File: config.mk
export PLATFORM = sky130hd
export DESIGN_NAME = backend
export DESIGN_NICKNAME = d
export VERILOG_FILES = /design/src/verilog/backend_pkg.sv /design/src/verilog/backend.sv /design/src/verilog/ctrl.sv /design/src/verilog/mem.sv /design/src/verilog/ex.sv /design/src/verilog/dispatch.sv /design/src/verilog/regfile.sv /design/src/verilog/id.sv
export SDC_FILE = /design/constraint.sdc
export NUM_CORES = 2
export LEC_CHECK = 0
export ABC_AREA = 1
export BUFFER_PORTS_ARGS = -buffer_cell sky130_fd_sc_hd__buf_2
export CAP_MARGIN = 20
export CORE_MARGIN = 2
export CORE_UTILIZATION = 32
export CTS_CLUSTER_DIAMETER = 100
export CTS_CLUSTER_SIZE = 16
export DETAILED_ROUTE_END_ITERATION = 8
export GPL_ROUTABILITY_DRIVEN = 0
export PLACE_DENSITY = 0.57
export SETUP_SLACK_MARGIN = 0.1
export SLEW_MARGIN = 30
export SYNTH_ARGS = -nofsm -noshare
export SYNTH_HDL_FRONTEND = slang
export SYNTH_SLANG_ARGS = --single-unit
File: constraint.sdc
create_clock -name clk -period 2.9 [get_ports clk]
set_clock_uncertainty 0.2 [all_clocks]
set_input_delay 0.87 -clock clk [delete_from_list [all_inputs] [get_ports clk]]
set_output_delay 0.87 -clock clk [all_outputs]
set_load 0.005 [all_outputs]
File: src/verilog/backend_pkg.sv
`default_nettype none

package backend_pkg;

    typedef logic [31:0] word_t;
    typedef logic [4:0]  reg_addr_t;

    // three-register view
    typedef struct packed {
        logic [16:0] op;
        reg_addr_t   rk;
        reg_addr_t   rj;
        reg_addr_t   rd;
    } inst_r_t;

    // immediate view
    // branches take offs16 from op[3:0] and imm
    typedef struct packed {
        logic [9:0]  op;
        logic [11:0] imm;
        reg_addr_t   rj;
        reg_addr_t   rd;
    } inst_i_t;

    typedef union packed {
        inst_r_t r;
        inst_i_t i;
    } inst_u;

    localparam logic [16:0] OP_ADD_W  = 17'h00020;
    localparam logic [16:0] OP_SUB_W  = 17'h00022;
    localparam logic [16:0] OP_SLT    = 17'h00024;
    localparam logic [16:0] OP_SLTU   = 17'h00025;
    localparam logic [16:0] OP_AND    = 17'h00029;
    localparam logic [16:0] OP_OR     = 17'h0002a;
    localparam logic [16:0] OP_XOR    = 17'h0002b;
    localparam logic [9:0]  OP_ADDI_W = 10'h00a;
    localparam logic [9:0]  OP_LD_W   = 10'h0a2;
    localparam logic [9:0]  OP_ST_W   = 10'h0a6;
    localparam logic [5:0]  OP_BEQ    = 6'h16;
    localparam logic [5:0]  OP_BNE    = 6'h17;

    typedef enum logic [2:0] {
        ALU_ADD,
        ALU_SUB,
        ALU_AND,
        ALU_OR,
        ALU_XOR,
        ALU_SLT,
        ALU_SLTU
    } alu_op_e;

    typedef struct packed {
        logic  valid;
        word_t pc;
        inst_u inst;
    } fe_inst_t;

    typedef struct packed {
        logic      valid;
        word_t     pc;
        reg_addr_t rj;
        reg_addr_t rk;
        reg_addr_t rd;
        alu_op_e   alu_op;
        logic      use_imm;
        logic      is_load;
        logic      is_store;
        logic      is_beq;
        logic      is_bne;
        word_t     imm;
        logic      reg_write_en;
    } id_disp_t;

    typedef struct packed {
        logic      valid;
        word_t     pc;
        reg_addr_t rd;
        alu_op_e   alu_op;
        logic      is_load;
        logic      is_store;
        logic      is_beq;
        logic      is_bne;
        word_t     imm;
        logic      reg_write_en;
        word_t     op_a;
        word_t     op_b;
        word_t     store_data;
    } disp_ex_t;

    typedef struct packed {
        logic      valid;
        word_t     pc;
        reg_addr_t rd;
        logic      reg_write_en;
        logic      is_load;
        logic      is_store;
        word_t     result;
        word_t     store_data;
    } ex_mem_t;

    typedef struct packed {
        logic      write_en;
        reg_addr_t addr;
        word_t     data;
    } fwd_t;

    typedef struct packed {
        logic      valid;
        word_t     pc;
        logic      reg_write_en;
        reg_addr_t rd;
        word_t     data;
    } commit_t;

    typedef struct packed {
        logic  valid;
        logic  write;
        word_t addr;
        word_t wdata;
    } dmem_req_t;

    typedef struct packed {
        logic  valid;
        word_t target;
    } redirect_t;

    typedef struct packed {
        logic id_stall;
        logic id_flush;
        logic disp_stall;
        logic disp_flush;
    } pipe_ctrl_t;

endpackage

`default_nettype wire
File: src/verilog/backend.sv
`timescale 1ns/10ps
`default_nettype none

module backend (
    input  wire logic                  clk,
    input  wire logic                  rst_n_i,
    input  wire backend_pkg::fe_inst_t fe_i,
    output logic                       inst_accept_o,
    output backend_pkg::redirect_t     redirect_o,
    output backend_pkg::dmem_req_t     dmem_req_o,
    input  wire backend_pkg::word_t    dmem_rdata_i,
    output backend_pkg::commit_t       commit_o
);
    import backend_pkg::*;

    pipe_ctrl_t pipe_ctrl;
    id_disp_t   id_q;
    disp_ex_t   disp_q;
    ex_mem_t    ex_q;
    fwd_t       ex_fwd;
    fwd_t       mem_fwd;
    fwd_t       wb_wr;
    reg_addr_t  raddr_a;
    reg_addr_t  raddr_b;
    word_t      rdata_a;
    word_t      rdata_b;
    word_t      branch_target;
    logic       ex_is_load;
    logic       stall_req;
    logic       branch_taken;

    // retiring write goes back to the register file
    assign wb_wr.write_en = commit_o.valid && commit_o.reg_write_en;
    assign wb_wr.addr     = commit_o.rd;
    assign wb_wr.data     = commit_o.data;

    id u_id (
        .clk,
        .rst_n_i,
        .fe_i,
        .pipe_ctrl_i (pipe_ctrl),
        .id_o        (id_q)
    );

    regfile u_regfile (
        .clk,
        .rst_n_i,
        .raddr_a_i (raddr_a),
        .raddr_b_i (raddr_b),
        .rdata_a_o (rdata_a),
        .rdata_b_o (rdata_b),
        .wr_i      (wb_wr)
    );

    dispatch u_dispatch (
        .clk,
        .rst_n_i,
        .id_i         (id_q),
        .pipe_ctrl_i  (pipe_ctrl),
        .ex_fwd_i     (ex_fwd),
        .mem_fwd_i    (mem_fwd),
        .ex_is_load_i (ex_is_load),
        .raddr_a_o    (raddr_a),
        .raddr_b_o    (raddr_b),
        .rdata_a_i    (rdata_a),
        .rdata_b_i    (rdata_b),
        .stall_req_o  (stall_req),
        .disp_o       (disp_q)
    );

    ex u_ex (
        .clk,
        .rst_n_i,
        .disp_i          (disp_q),
        .ex_fwd_o        (ex_fwd),
        .ex_is_load_o    (ex_is_load),
        .branch_taken_o  (branch_taken),
        .branch_target_o (branch_target),
        .ex_o            (ex_q)
    );

    mem u_mem (
        .clk,
        .rst_n_i,
        .ex_i         (ex_q),
        .dmem_req_o,
        .dmem_rdata_i,
        .mem_fwd_o    (mem_fwd),
        .commit_o
    );

    ctrl u_ctrl (
        .clk,
        .rst_n_i,
        .stall_req_i     (stall_req),
        .branch_taken_i  (branch_taken),
        .branch_target_i (branch_target),
        .pipe_ctrl_o     (pipe_ctrl),
        .inst_accept_o,
        .redirect_o
    );

endmodule

`default_nettype wire

File: src/verilog/ctrl.sv
`timescale 1ns/10ps
`default_nettype none

module ctrl (
    input  wire logic               clk,
    input  wire logic               rst_n_i,
    input  wire logic               stall_req_i,
    input  wire logic               branch_taken_i,
    input  wire backend_pkg::word_t branch_target_i,
    output backend_pkg::pipe_ctrl_t pipe_ctrl_o,
    output logic                    inst_accept_o,
    output backend_pkg::redirect_t  redirect_o
);
    import backend_pkg::*;

    redirect_t redirect_q;

    // flush wins over stall
    assign pipe_ctrl_o.id_flush   = branch_taken_i || redirect_q.valid;
    assign pipe_ctrl_o.disp_flush = branch_taken_i;
    assign pipe_ctrl_o.id_stall   = stall_req_i && !branch_taken_i && !redirect_q.valid;
    assign pipe_ctrl_o.disp_stall = stall_req_i && !branch_taken_i;

    assign inst_accept_o = !pipe_ctrl_o.id_stall;

    always_ff @(posedge clk or negedge rst_n_i) begin
        if (!rst_n_i) begin
            redirect_q <= '0;
        end else begin
            redirect_q.valid  <= branch_taken_i;
            redirect_q.target <= branch_target_i;
        end
    end

    assign redirect_o = redirect_q;

endmodule

`default_nettype wire

File: src/verilog/mem.sv
`timescale 1ns/10ps
`default_nettype none

module mem (
    input  wire logic                 clk,
    input  wire logic                 rst_n_i,
    input  wire backend_pkg::ex_mem_t ex_i,
    output backend_pkg::dmem_req_t    dmem_req_o,
    input  wire backend_pkg::word_t   dmem_rdata_i,
    output backend_pkg::fwd_t         mem_fwd_o,
    output backend_pkg::commit_t      commit_o
);
    import backend_pkg::*;

    ex_mem_t hold_q;
    word_t   wb_data;

    assign dmem_req_o.valid = ex_i.valid && (ex_i.is_load || ex_i.is_store);
    assign dmem_req_o.write = ex_i.is_store;
    assign dmem_req_o.addr  = ex_i.result;
    assign dmem_req_o.wdata = ex_i.store_data;

    // record waits here while the read is in flight
    always_ff @(posedge clk or negedge rst_n_i) begin
        if (!rst_n_i)
            hold_q <= '0;
        else
            hold_q <= ex_i;
    end

    assign wb_data = hold_q.is_load ? dmem_rdata_i : hold_q.result;

    assign mem_fwd_o.write_en = hold_q.valid && hold_q.reg_write_en;
    assign mem_fwd_o.addr     = hold_q.rd;
    assign mem_fwd_o.data     = wb_data;

    always_ff @(posedge clk or negedge rst_n_i) begin
        if (!rst_n_i) begin
            commit_o <= '0;
        end else begin
            commit_o.valid        <= hold_q.valid;
            commit_o.pc           <= hold_q.pc;
            commit_o.reg_write_en <= hold_q.valid && hold_q.reg_write_en;
            commit_o.rd           <= hold_q.rd;
            commit_o.data         <= wb_data;
        end
    end

    assert property (@(posedge clk) disable iff (!rst_n_i)
        dmem_req_o.valid && ex_i.is_load |-> !dmem_req_o.write);

endmodule

`default_nettype wire

File: src/verilog/ex.sv
`timescale 1ns/10ps
`default_nettype none

module ex (
    input  wire logic                  clk,
    input  wire logic                  rst_n_i,
    input  wire backend_pkg::disp_ex_t disp_i,
    output backend_pkg::fwd_t          ex_fwd_o,
    output logic                       ex_is_load_o,
    output logic                       branch_taken_o,
    output backend_pkg::word_t         branch_target_o,
    output backend_pkg::ex_mem_t       ex_o
);
    import backend_pkg::*;

    word_t alu;
    logic  eq;

    always_comb begin
        case (disp_i.alu_op)
            ALU_SUB:  alu = disp_i.op_a - disp_i.op_b;
            ALU_AND:  alu = disp_i.op_a & disp_i.op_b;
            ALU_OR:   alu = disp_i.op_a | disp_i.op_b;
            ALU_XOR:  alu = disp_i.op_a ^ disp_i.op_b;
            ALU_SLT:  alu = {31'b0, $signed(disp_i.op_a) < $signed(disp_i.op_b)};
            ALU_SLTU: alu = {31'b0, disp_i.op_a < disp_i.op_b};
            default:  alu = disp_i.op_a + disp_i.op_b;
        endcase
    end

    assign eq = (disp_i.op_a == disp_i.op_b);
    assign branch_taken_o  = disp_i.valid && ((disp_i.is_beq && eq) || (disp_i.is_bne && !eq));
    assign branch_target_o = disp_i.pc + disp_i.imm;

    always_ff @(posedge clk or negedge rst_n_i) begin
        if (!rst_n_i) begin
            ex_o <= '0;
        end else begin
            ex_o.valid        <= disp_i.valid;
            ex_o.pc           <= disp_i.pc;
            ex_o.rd           <= disp_i.rd;
            ex_o.reg_write_en <= disp_i.reg_write_en;
            ex_o.is_load      <= disp_i.is_load;
            ex_o.is_store     <= disp_i.is_store;
            ex_o.result       <= alu;
            ex_o.store_data   <= disp_i.store_data;
        end
    end

    // load data is not here yet
    assign ex_fwd_o.write_en = ex_o.valid && ex_o.reg_write_en && !ex_o.is_load;
    assign ex_fwd_o.addr     = ex_o.rd;
    assign ex_fwd_o.data     = ex_o.result;
    assign ex_is_load_o      = ex_o.valid && ex_o.reg_write_en && ex_o.is_load;

endmodule

`default_nettype wire

File: src/verilog/dispatch.sv
`timescale 1ns/10ps
`default_nettype none

module dispatch (
    input  wire logic                    clk,
    input  wire logic                    rst_n_i,
    input  wire backend_pkg::id_disp_t   id_i,
    input  wire backend_pkg::pipe_ctrl_t pipe_ctrl_i,
    input  wire backend_pkg::fwd_t       ex_fwd_i,
    input  wire backend_pkg::fwd_t       mem_fwd_i,
    input  wire logic                    ex_is_load_i,
    output backend_pkg::reg_addr_t       raddr_a_o,
    output backend_pkg::reg_addr_t       raddr_b_o,
    input  wire backend_pkg::word_t      rdata_a_i,
    input  wire backend_pkg::word_t      rdata_b_i,
    output logic                         stall_req_o,
    output backend_pkg::disp_ex_t        disp_o
);
    import backend_pkg::*;

    word_t    val_a;
    word_t    val_b;
    logic     uses_b;
    disp_ex_t nxt;

    function automatic word_t pick(reg_addr_t a, word_t rf, fwd_t exf, fwd_t memf);
        if (a != '0 && exf.write_en && exf.addr == a)
            return exf.data;
        if (a != '0 && memf.write_en && memf.addr == a)
            return memf.data;
        return rf;
    endfunction

    // producer still computing, or a load not yet back
    function automatic logic pending(reg_addr_t a, disp_ex_t ahead, fwd_t exf, logic ld);
        if (a == '0)
            return 1'b0;
        return (ahead.valid && ahead.reg_write_en && ahead.rd == a) || (ld && exf.addr == a);
    endfunction

    assign raddr_a_o = id_i.rj;
    assign raddr_b_o = id_i.rk;
    assign uses_b    = !id_i.use_imm || id_i.is_store;

    assign val_a = pick(id_i.rj, rdata_a_i, ex_fwd_i, mem_fwd_i);
    assign val_b = pick(id_i.rk, rdata_b_i, ex_fwd_i, mem_fwd_i);

    assign stall_req_o = id_i.valid &&
        (pending(id_i.rj, disp_o, ex_fwd_i, ex_is_load_i) ||
         (uses_b && pending(id_i.rk, disp_o, ex_fwd_i, ex_is_load_i)));

    always_comb begin
        nxt.valid        = id_i.valid;
        nxt.pc           = id_i.pc;
        nxt.rd           = id_i.rd;
        nxt.alu_op       = id_i.alu_op;
        nxt.is_load      = id_i.is_load;
        nxt.is_store     = id_i.is_store;
        nxt.is_beq       = id_i.is_beq;
        nxt.is_bne       = id_i.is_bne;
        nxt.imm          = id_i.imm;
        nxt.reg_write_en = id_i.reg_write_en;
        nxt.op_a         = val_a;
        nxt.op_b         = id_i.use_imm ? id_i.imm : val_b;
        nxt.store_data   = val_b;
    end

    always_ff @(posedge clk or negedge rst_n_i) begin
        if (!rst_n_i)
            disp_o <= '0;
        else if (pipe_ctrl_i.disp_flush || pipe_ctrl_i.disp_stall)
            disp_o.valid <= 1'b0;
        else
            disp_o <= nxt;
    end

endmodule

`default_nettype wire

File: src/verilog/regfile.sv
`timescale 1ns/10ps
`default_nettype none

module regfile (
    input  wire logic               clk,
    input  wire logic               rst_n_i,
    input  wire backend_pkg::reg_addr_t raddr_a_i,
    input  wire backend_pkg::reg_addr_t raddr_b_i,
    output backend_pkg::word_t      rdata_a_o,
    output backend_pkg::word_t      rdata_b_o,
    input  wire backend_pkg::fwd_t  wr_i
);
    import backend_pkg::*;

    word_t regs [32];

    always_ff @(posedge clk or negedge rst_n_i) begin
        if (!rst_n_i) begin
            for (int i = 0; i < 32; i++)
                regs[i] <= '0;
        end else if (wr_i.write_en && wr_i.addr != '0) begin
            regs[wr_i.addr] <= wr_i.data;
        end
    end

    // write-first bypass
    assign rdata_a_o = (raddr_a_i == '0) ? '0 :
                       (wr_i.write_en && wr_i.addr == raddr_a_i) ? wr_i.data : regs[raddr_a_i];
    assign rdata_b_o = (raddr_b_i == '0) ? '0 :
                       (wr_i.write_en && wr_i.addr == raddr_b_i) ? wr_i.data : regs[raddr_b_i];

    assert property (@(posedge clk) disable iff (!rst_n_i)
        wr_i.write_en |-> wr_i.addr != '0);

endmodule

`default_nettype wire

File: src/verilog/id.sv
`timescale 1ns/10ps
`default_nettype none

module id (
    input  wire logic                    clk,
    input  wire logic                    rst_n_i,
    input  wire backend_pkg::fe_inst_t   fe_i,
    input  wire backend_pkg::pipe_ctrl_t pipe_ctrl_i,
    output backend_pkg::id_disp_t        id_o
);
    import backend_pkg::*;

    inst_u    inst;
    id_disp_t dec;

    assign inst = fe_i.inst;

    always_comb begin
        dec              = '0;
        dec.valid        = fe_i.valid;
        dec.pc           = fe_i.pc;
        dec.rj           = inst.r.rj;
        dec.rk           = inst.r.rk;
        dec.rd           = inst.r.rd;
        dec.alu_op       = ALU_ADD;
        dec.imm          = {{20{inst.i.imm[11]}}, inst.i.imm};
        dec.reg_write_en = 1'b1;
        case (inst.r.op)
            OP_ADD_W: dec.alu_op = ALU_ADD;
            OP_SUB_W: dec.alu_op = ALU_SUB;
            OP_SLT:   dec.alu_op = ALU_SLT;
            OP_SLTU:  dec.alu_op = ALU_SLTU;
            OP_AND:   dec.alu_op = ALU_AND;
            OP_OR:    dec.alu_op = ALU_OR;
            OP_XOR:   dec.alu_op = ALU_XOR;
            default: begin
                dec.use_imm = 1'b1;
                case (inst.i.op)
                    OP_ADDI_W: ;
                    OP_LD_W:   dec.is_load = 1'b1;
                    OP_ST_W: begin
                        // store data comes from rd
                        dec.is_store     = 1'b1;
                        dec.rk           = inst.i.rd;
                        dec.reg_write_en = 1'b0;
                    end
                    default: begin
                        dec.use_imm      = 1'b0;
                        dec.rk           = inst.i.rd;
                        dec.reg_write_en = 1'b0;
                        dec.imm = {{14{inst.i.op[3]}}, inst.i.op[3:0], inst.i.imm, 2'b00};
                        dec.is_beq = (inst.i.op[9:4] == OP_BEQ);
                        dec.is_bne = (inst.i.op[9:4] == OP_BNE);
                        // unknown opcode turns into a bubble
                        if (!dec.is_beq && !dec.is_bne)
                            dec.valid = 1'b0;
                    end
                endcase
            end
        endcase
        if (dec.rd == '0)
            dec.reg_write_en = 1'b0;
    end

    always_ff @(posedge clk or negedge rst_n_i) begin
        if (!rst_n_i)
            id_o <= '0;
        else if (pipe_ctrl_i.id_flush)
            id_o.valid <= 1'b0;
        else if (!pipe_ctrl_i.id_stall)
            id_o <= dec;
    end

    assert property (@(posedge clk) disable iff (!rst_n_i)
        !(pipe_ctrl_i.id_stall && pipe_ctrl_i.id_flush));

endmodule

`default_nettype wire

[After elaboration in Yosys (flattened, before gate mapping)]
Cells that the tools add are included.
Word-level totals
  output and inout bits: 171
  word-level logic and storage cells: 233
  ROM bits: 0
  memory bits (writable): 0
  memories: 0
  bits of input ports: 99
  latch bits: 0
  register bits: 1568
Operators by class
  divide/modulo/power cells: 0
  add/subtract/negate cells: 3
  equality and inequality tests: 28
  magnitude comparators: 6
  reductions and logical operators: 57
  multiplexer cells: 52
  shift operators: 0
  bitwise gates (word level): 8
  multipliers: 0
Operators with widths (count)
  bitwise mux 1024 bit: 1
  two-way mux 32 bit: 19
  binary-select mux 32 bit (select 5 bit): 2
  one-hot mux 32 bit (6 select lines): 1
  demux 32 bit (select 5 bit): 1
  equality test 17 x 6 -> 1 bit, second input constant: 7
  two-way mux 89 bit: 1
  adder 32 bit: 2
  less-than comparator 32 bit: 2
  equality test 5 bit: 8
  two-way mux 38 bit: 1
  two-way mux 34 bit: 1
  AND 32 bit: 1
  equality test 32 bit: 1
  bitwise OR 32 bit: 1
  subtractor 32 bit: 1
  bitwise XOR 32 bit: 1
  logical AND 1 bit: 31
  two-way mux 1 bit: 22
  equality test 10 x 8 -> 1 bit, second input constant: 2
  greater-or-equal comparator 6 bit, second input constant: 3
  NOT 5 -> 6 bit: 3
  one-hot mux 3 bit (6 select lines): 1
  zero test 5 bit: 3
  16 further kinds: 38

[Depth between registers and ports, before layout]
  depth after elaboration: 12
  depth in mapped cells: 17

[Hierarchy]
From an unflattened synthesis, not the netlist that was laid out.
Unflattened totals
  cells, all modules: 12237
  area total of the unflattened synthesis: 87559.0 sq um
By module, submodules not included
  regfile: cells each 8455, area each 58150.8 sq um, sequential area each 25624.6 sq um, instances 1
  ex: cells each 1585, area each 10809.1 sq um, sequential area each 2627.5 sq um, instances 1
  dispatch: cells each 1313, area each 9195.1 sq um, sequential area each 4354.2 sq um, instances 1
  mem: cells each 322, area each 4614.4 sq um, sequential area each 3578.4 sq um, instances 1
  id: cells each 518, area each 3916.3 sq um, sequential area each 1876.8 sq um, instances 1
  ctrl: cells each 42, area each 865.8 sq um, sequential area each 825.8 sq um, instances 1
  backend: cells each 2, area each 7.5 sq um, sequential area each 0.0 sq um, instances 1

[Worst setup path after synthesis]
OpenSTA, ideal clock, no wires.
  path kind: register to output
  start point: register u_dispatch.disp_o[45] (netlist name)
  end point: output port inst_accept_o
  path buffers: 2
  slack: -0.040 ns
  arrival time: 1.870 ns
  cell stages (with the launch flop): 15
  cell sequence: dfrtp_1 > inv_1 > ha_1 > buf_4 > nor2_2 > nand2_1 > nor2_2 > nand4_1 > nor2_1 > nand2_1 > nand3_2 > nand2_1 > inv_2 > buf_4 > nand3_1
On the way
  cells in the longest elaborated chain, start to end: 9
  elaborated cells between the ends (all ways): 10
Ends and longest elaborated chain
  start: declaration: line dispatch.sv:17  | output backend_pkg::disp_ex_t disp_o
  start signal: assignment: line dispatch.sv:74  | disp_o <= nxt;
  equality test 32 bit *: line ex.sv:31  | assign eq = (disp_i.op_a == disp_i.op_b);
  zero test 1 bit: line ex.sv:32  | assign branch_taken_o = disp_i.valid && ((disp_i.is_beq && eq) || (disp_i.is_bne && !eq));
  logical AND 1 bit: line ex.sv:32
  logical OR 1 bit *: line ex.sv:32
  logical AND 1 bit *: line ex.sv:32
  zero test 1 bit *: line ctrl.sv:21  | assign pipe_ctrl_o.id_stall = stall_req_i && !branch_taken_i && !redirect_q.valid;
  logical AND 1 bit * (2 in a row): line ctrl.sv:21
  zero test 1 bit *: line ctrl.sv:24  | assign inst_accept_o = !pipe_ctrl_o.id_stall;
  end: declaration: line backend.sv:8  | output logic inst_accept_o,
Mark *: on every way between the ends. The rest lies on a longest branch, timed or not.

[Final worst setup path]
  start point: register u_dispatch.disp_o[61] (netlist name)
  end point: output port inst_accept_o
Same word-level chain as after synthesis.

==> run metrics <==
worst-margin pin slew=between 1 and 1.5 ns; initial antenna violation count=13; layout cell share with drive strength beyond 1=17.49%; relative slew slack=29.02%; DRC=0; area grow syn2layout=21.95%; placed insts=15565; largest net degree at the start of global routing=127; Site Rows=191; die area=274900 sq um; area leader, netlist=dfrtp_1; CP Data Required Time=~1.8 ns; Die Y=524.3 um; static leakage=0.04992 uW; WL met1=153900 um; final setup fails=approximately 120; grt ovf=0; Fmax=259.1 MHz; RSZ-0062 raised after global routing=yes; post-layout util=39.12%; crit end category=output port; Netlist cell types=58; Num CTS Buffers=108; Syn Nets=12221; Total Routing Usage GR=25.45%; Layout Cells excl Fill=15887; top cells by count, synth=nand2_1 (3303), dfrtp_1 (1540), nand3_1 (1474), o21ai_0 (1374), inv_1 (1220); CP Class=reg2out; met3 wire length=roughly 30000 um; peak supply drop=0.0005344 V; total power=52760 uW; # H-tree levels=3; sequential-to-total area share from yosys stat=44.49%; Synth top area share=44.49%; I/O pin total=270; Via Count=84680; register bit total from synthesis=1540; TNS Setup=-16.47 ns; wirelength, routed=362000 um; cells after synthesis=11992; Chip Width=about 520 um; DRT antenna net count=0; vias in the first global route=78263; Mean Syn Cell Area=7.224 sq um; power per cell area=499.4 nW/um^2; Slowest cell on crit path=dfrtp_1; global-route wire length before repair=528300 um; MaxCap Viol Count=0; Primary FF master, synth=dfrtp_1; I/O Buffers=269; synth top area cells=dfrtp_1 (44%), nand2_1 (14%), nand3_1 (8.5%), o21ai_0 (7.9%), inv_1 (5.3%); Clk Latency, worst-skew pair=0.81 ns; Clock Sinks=1540; placed cell area=96020 sq um; Nets=approximately 13000; WP data arrival=2.79 ns; Post-synth EDFFs=0; fin crit period=just under 4 ns; Post-Syn Area=between 80000 and 90000 sq um; crit-path max cell delay=0.39 ns; Clock Path Buffers=3; Slew Limit Fails=0; Buffers & Inverters on Critical Path=5; Async SR Flop Fraction=between 90% and 100%; Yosys warning total=0; CP startpoint kind=register; worst setup margin=-0.9591 ns; Final Hold Viols=0; Iter 0 DRT Violations=10163; vias per inst=5.330; fill cell count=27775; crit-path leading delay family=simple AND/OR/NAND/NOR gates; Finished Cell Area=105600 sq um; initial core utilization=32.08%; drt pass-1 iters=6; status=complete, but fails checks; max layer used=met5; TritonCTS clock tree=yes; critical path peak fanout=3; Core Region=270000 sq um; Wirelength per Cell=22.78 um; metal2 WL=159900 um; dpl hpwl=228400 um; Worst Hold Class=in2reg; most frequent cell after synthesis=nand2_1; CTS Root Buffer Type=clkbuf_16; fin crit share=133.1%; clk slew on worst S/H paths=around 0.070 ns; violated checks=negative setup slack; Top cell by count, worst path=inv_2; CP cell instances=inv_2, ha_4, inv_4, nand2_4, nor3_4, nand4_4, buf_6, o21bai_4, nand3_4, nand2_2, inv_2, nand3_2, buf_2
-- per-stage QoR --
step	hold slack (ns)	setup WS, ns
2_1_floorplan	0.1312	-0.01942
3_3_place_gp	0.1322	-0.2731
3_5_place_dp	0.1347	-0.2715
4_1_cts	0.05871	-0.9713
5_1_grt	0.08803	-1.068
6_report	0.1060	-0.9591
-- cell usage in the layout, fill, tap and decap left out, types with 28 or more instances in the layout --
master | synthesis | final
a21oi_2 | 37 | 76
o21ai_0 | 1374 | 1346
or2_4 | 0 | 28
nand4_1 | 37 | 37
nor2_2 | 14 | 39
buf_2 | 283 | 268
nand3_1 | 1474 | 1208
ha_1 | 127 | 103
o21ai_1 | 55 | 78
inv_2 | 20 | 40
or2_2 | 82 | 54
nor2_1 | 706 | 667
xor2_1 | 46 | 46
buf_12 | 0 | 207
a21oi_1 | 539 | 499
clkbuf_16 | 0 | 125
nand3_2 | 9 | 239
buf_6 | 17 | 70
o211ai_1 | 212 | 212
nand2_1 | 3303 | 3077
buf_16 | 0 | 50
inv_1 | 1220 | 1189
mux2_2 | 32 | 32
nand2_4 | 1 | 106
nand3_4 | 0 | 36
dfrtp_1 | 1540 | 1518
nor3_1 | 37 | 33
nand2_2 | 3 | 120
buf_4 | 90 | 518
-- cell type report --
type / instances / area (sq um) / share of cell area [%]
timing repair buffer: 1152 / 12380 / 11.72
multi-input combinational: 8240 / 42500 / 40.24
antenna: 8 / 20.02 / 0.01895
inverter: 1247 / 4760 / 4.506
clock buffer: 119 / 2818 / 2.667
tap: 3570 / 4467 / 4.229
sequential: 1540 / 38580 / 36.53
clock inverter: 11 / 101.3 / 0.09594
-- routing by layer --
metal | GRT usage, % | vias up
met4 | 10.54 | 8
met1 | 35.17 | 40851
li1 | - | 39093
met5 | 0 | -
met2 | 39.50 | 3971
met3 | 4.056 | 757
-- flip-flops by register name, indices dropped and copies added (netlist names) --
register	cells
u_mem.mem_fwd_o	5
u_dispatch.disp_o	160
u_ex.ex_o	68
u_ex.ex_fwd_o	37
u_ctrl.redirect_o	33
u_id.id_o	75
u_regfile.regs	1024
u_mem.hold_q	67
u_mem.commit_o	71
-- worst paths after layout --
check	startpoint	end	slack, ns	cells after the start
setup / recovery	u_dispatch.disp_o[61]	inst_accept_o	-0.96	13
setup reg to reg	u_id.id_o[46]	u_dispatch.disp_o[56]	-0.38	20
hold / removal	fe_i[56]	u_id.id_o[80]	0.11	3
max in group asynchronous	rst_n_i	u_ex.ex_fwd_o[21]	1.01	3
min in group asynchronous	rst_n_i	u_mem.commit_o[44]	0.42	2
hold reg to reg	u_mem.hold_q[100]	u_mem.commit_o[66]	0.15	0
-- what timing repair did --
| action | 4_1_cts | 5_1_grt |
|---|---|---|
| endpoints found under the hold margin | 15 | 0 |
| pin swaps | 266 | 82 |
| cloned | 39 | 17 |
| resized for setup | 728 | 309 |
| hold buffers | 1 | 0 |
| buffers inserted | 103 | 33 |
| endpoints found under the setup margin | 228 | 250 |
-- worst register-to-register path, cell delays in order (launching register included) --
cell	delay (ns)
dfrtp_4	0.55
buf_6	0.15
buf_6	0.10
buf_6	0.10
buf_6	0.11
buf_12	0.14
buf_16	0.16
buf_12	0.17
buf_12	0.13
buf_16	0.14
or2_4	0.24
nand3_2	0.06
nand3_2	0.08
nand3_2	0.11
nand3_4	0.12
nand2_4	0.18
nand2_2	0.06
nand2_2	0.10
nand2_2	0.09
nand3_2	0.09
a21oi_2	0.07
-- report_power, final --
group,switching [uW],leakage (uW),total (uW),internal [uW]
Combinational,9150,0.0281,13700,4520
Sequential,1600,0.0203,24100,22500
Clock,8110,0.00143,15000,6850
Total,18900,0.0499,52800,33900
-- cell families after synthesis --
family,after synthesis,synth area share [%]
AO/OA/AOI/OAI,2321,14.50
XOR/XNOR,60,0.6067
adder cells (fa/ha/maj),130,1.904
buffers and inverters,2212,10.54
flip-flops,1540,44.49
multiplexers,32,0.4160
AND/OR/NAND/NOR,5697,27.55
Power figures use the tool's default switching activity.
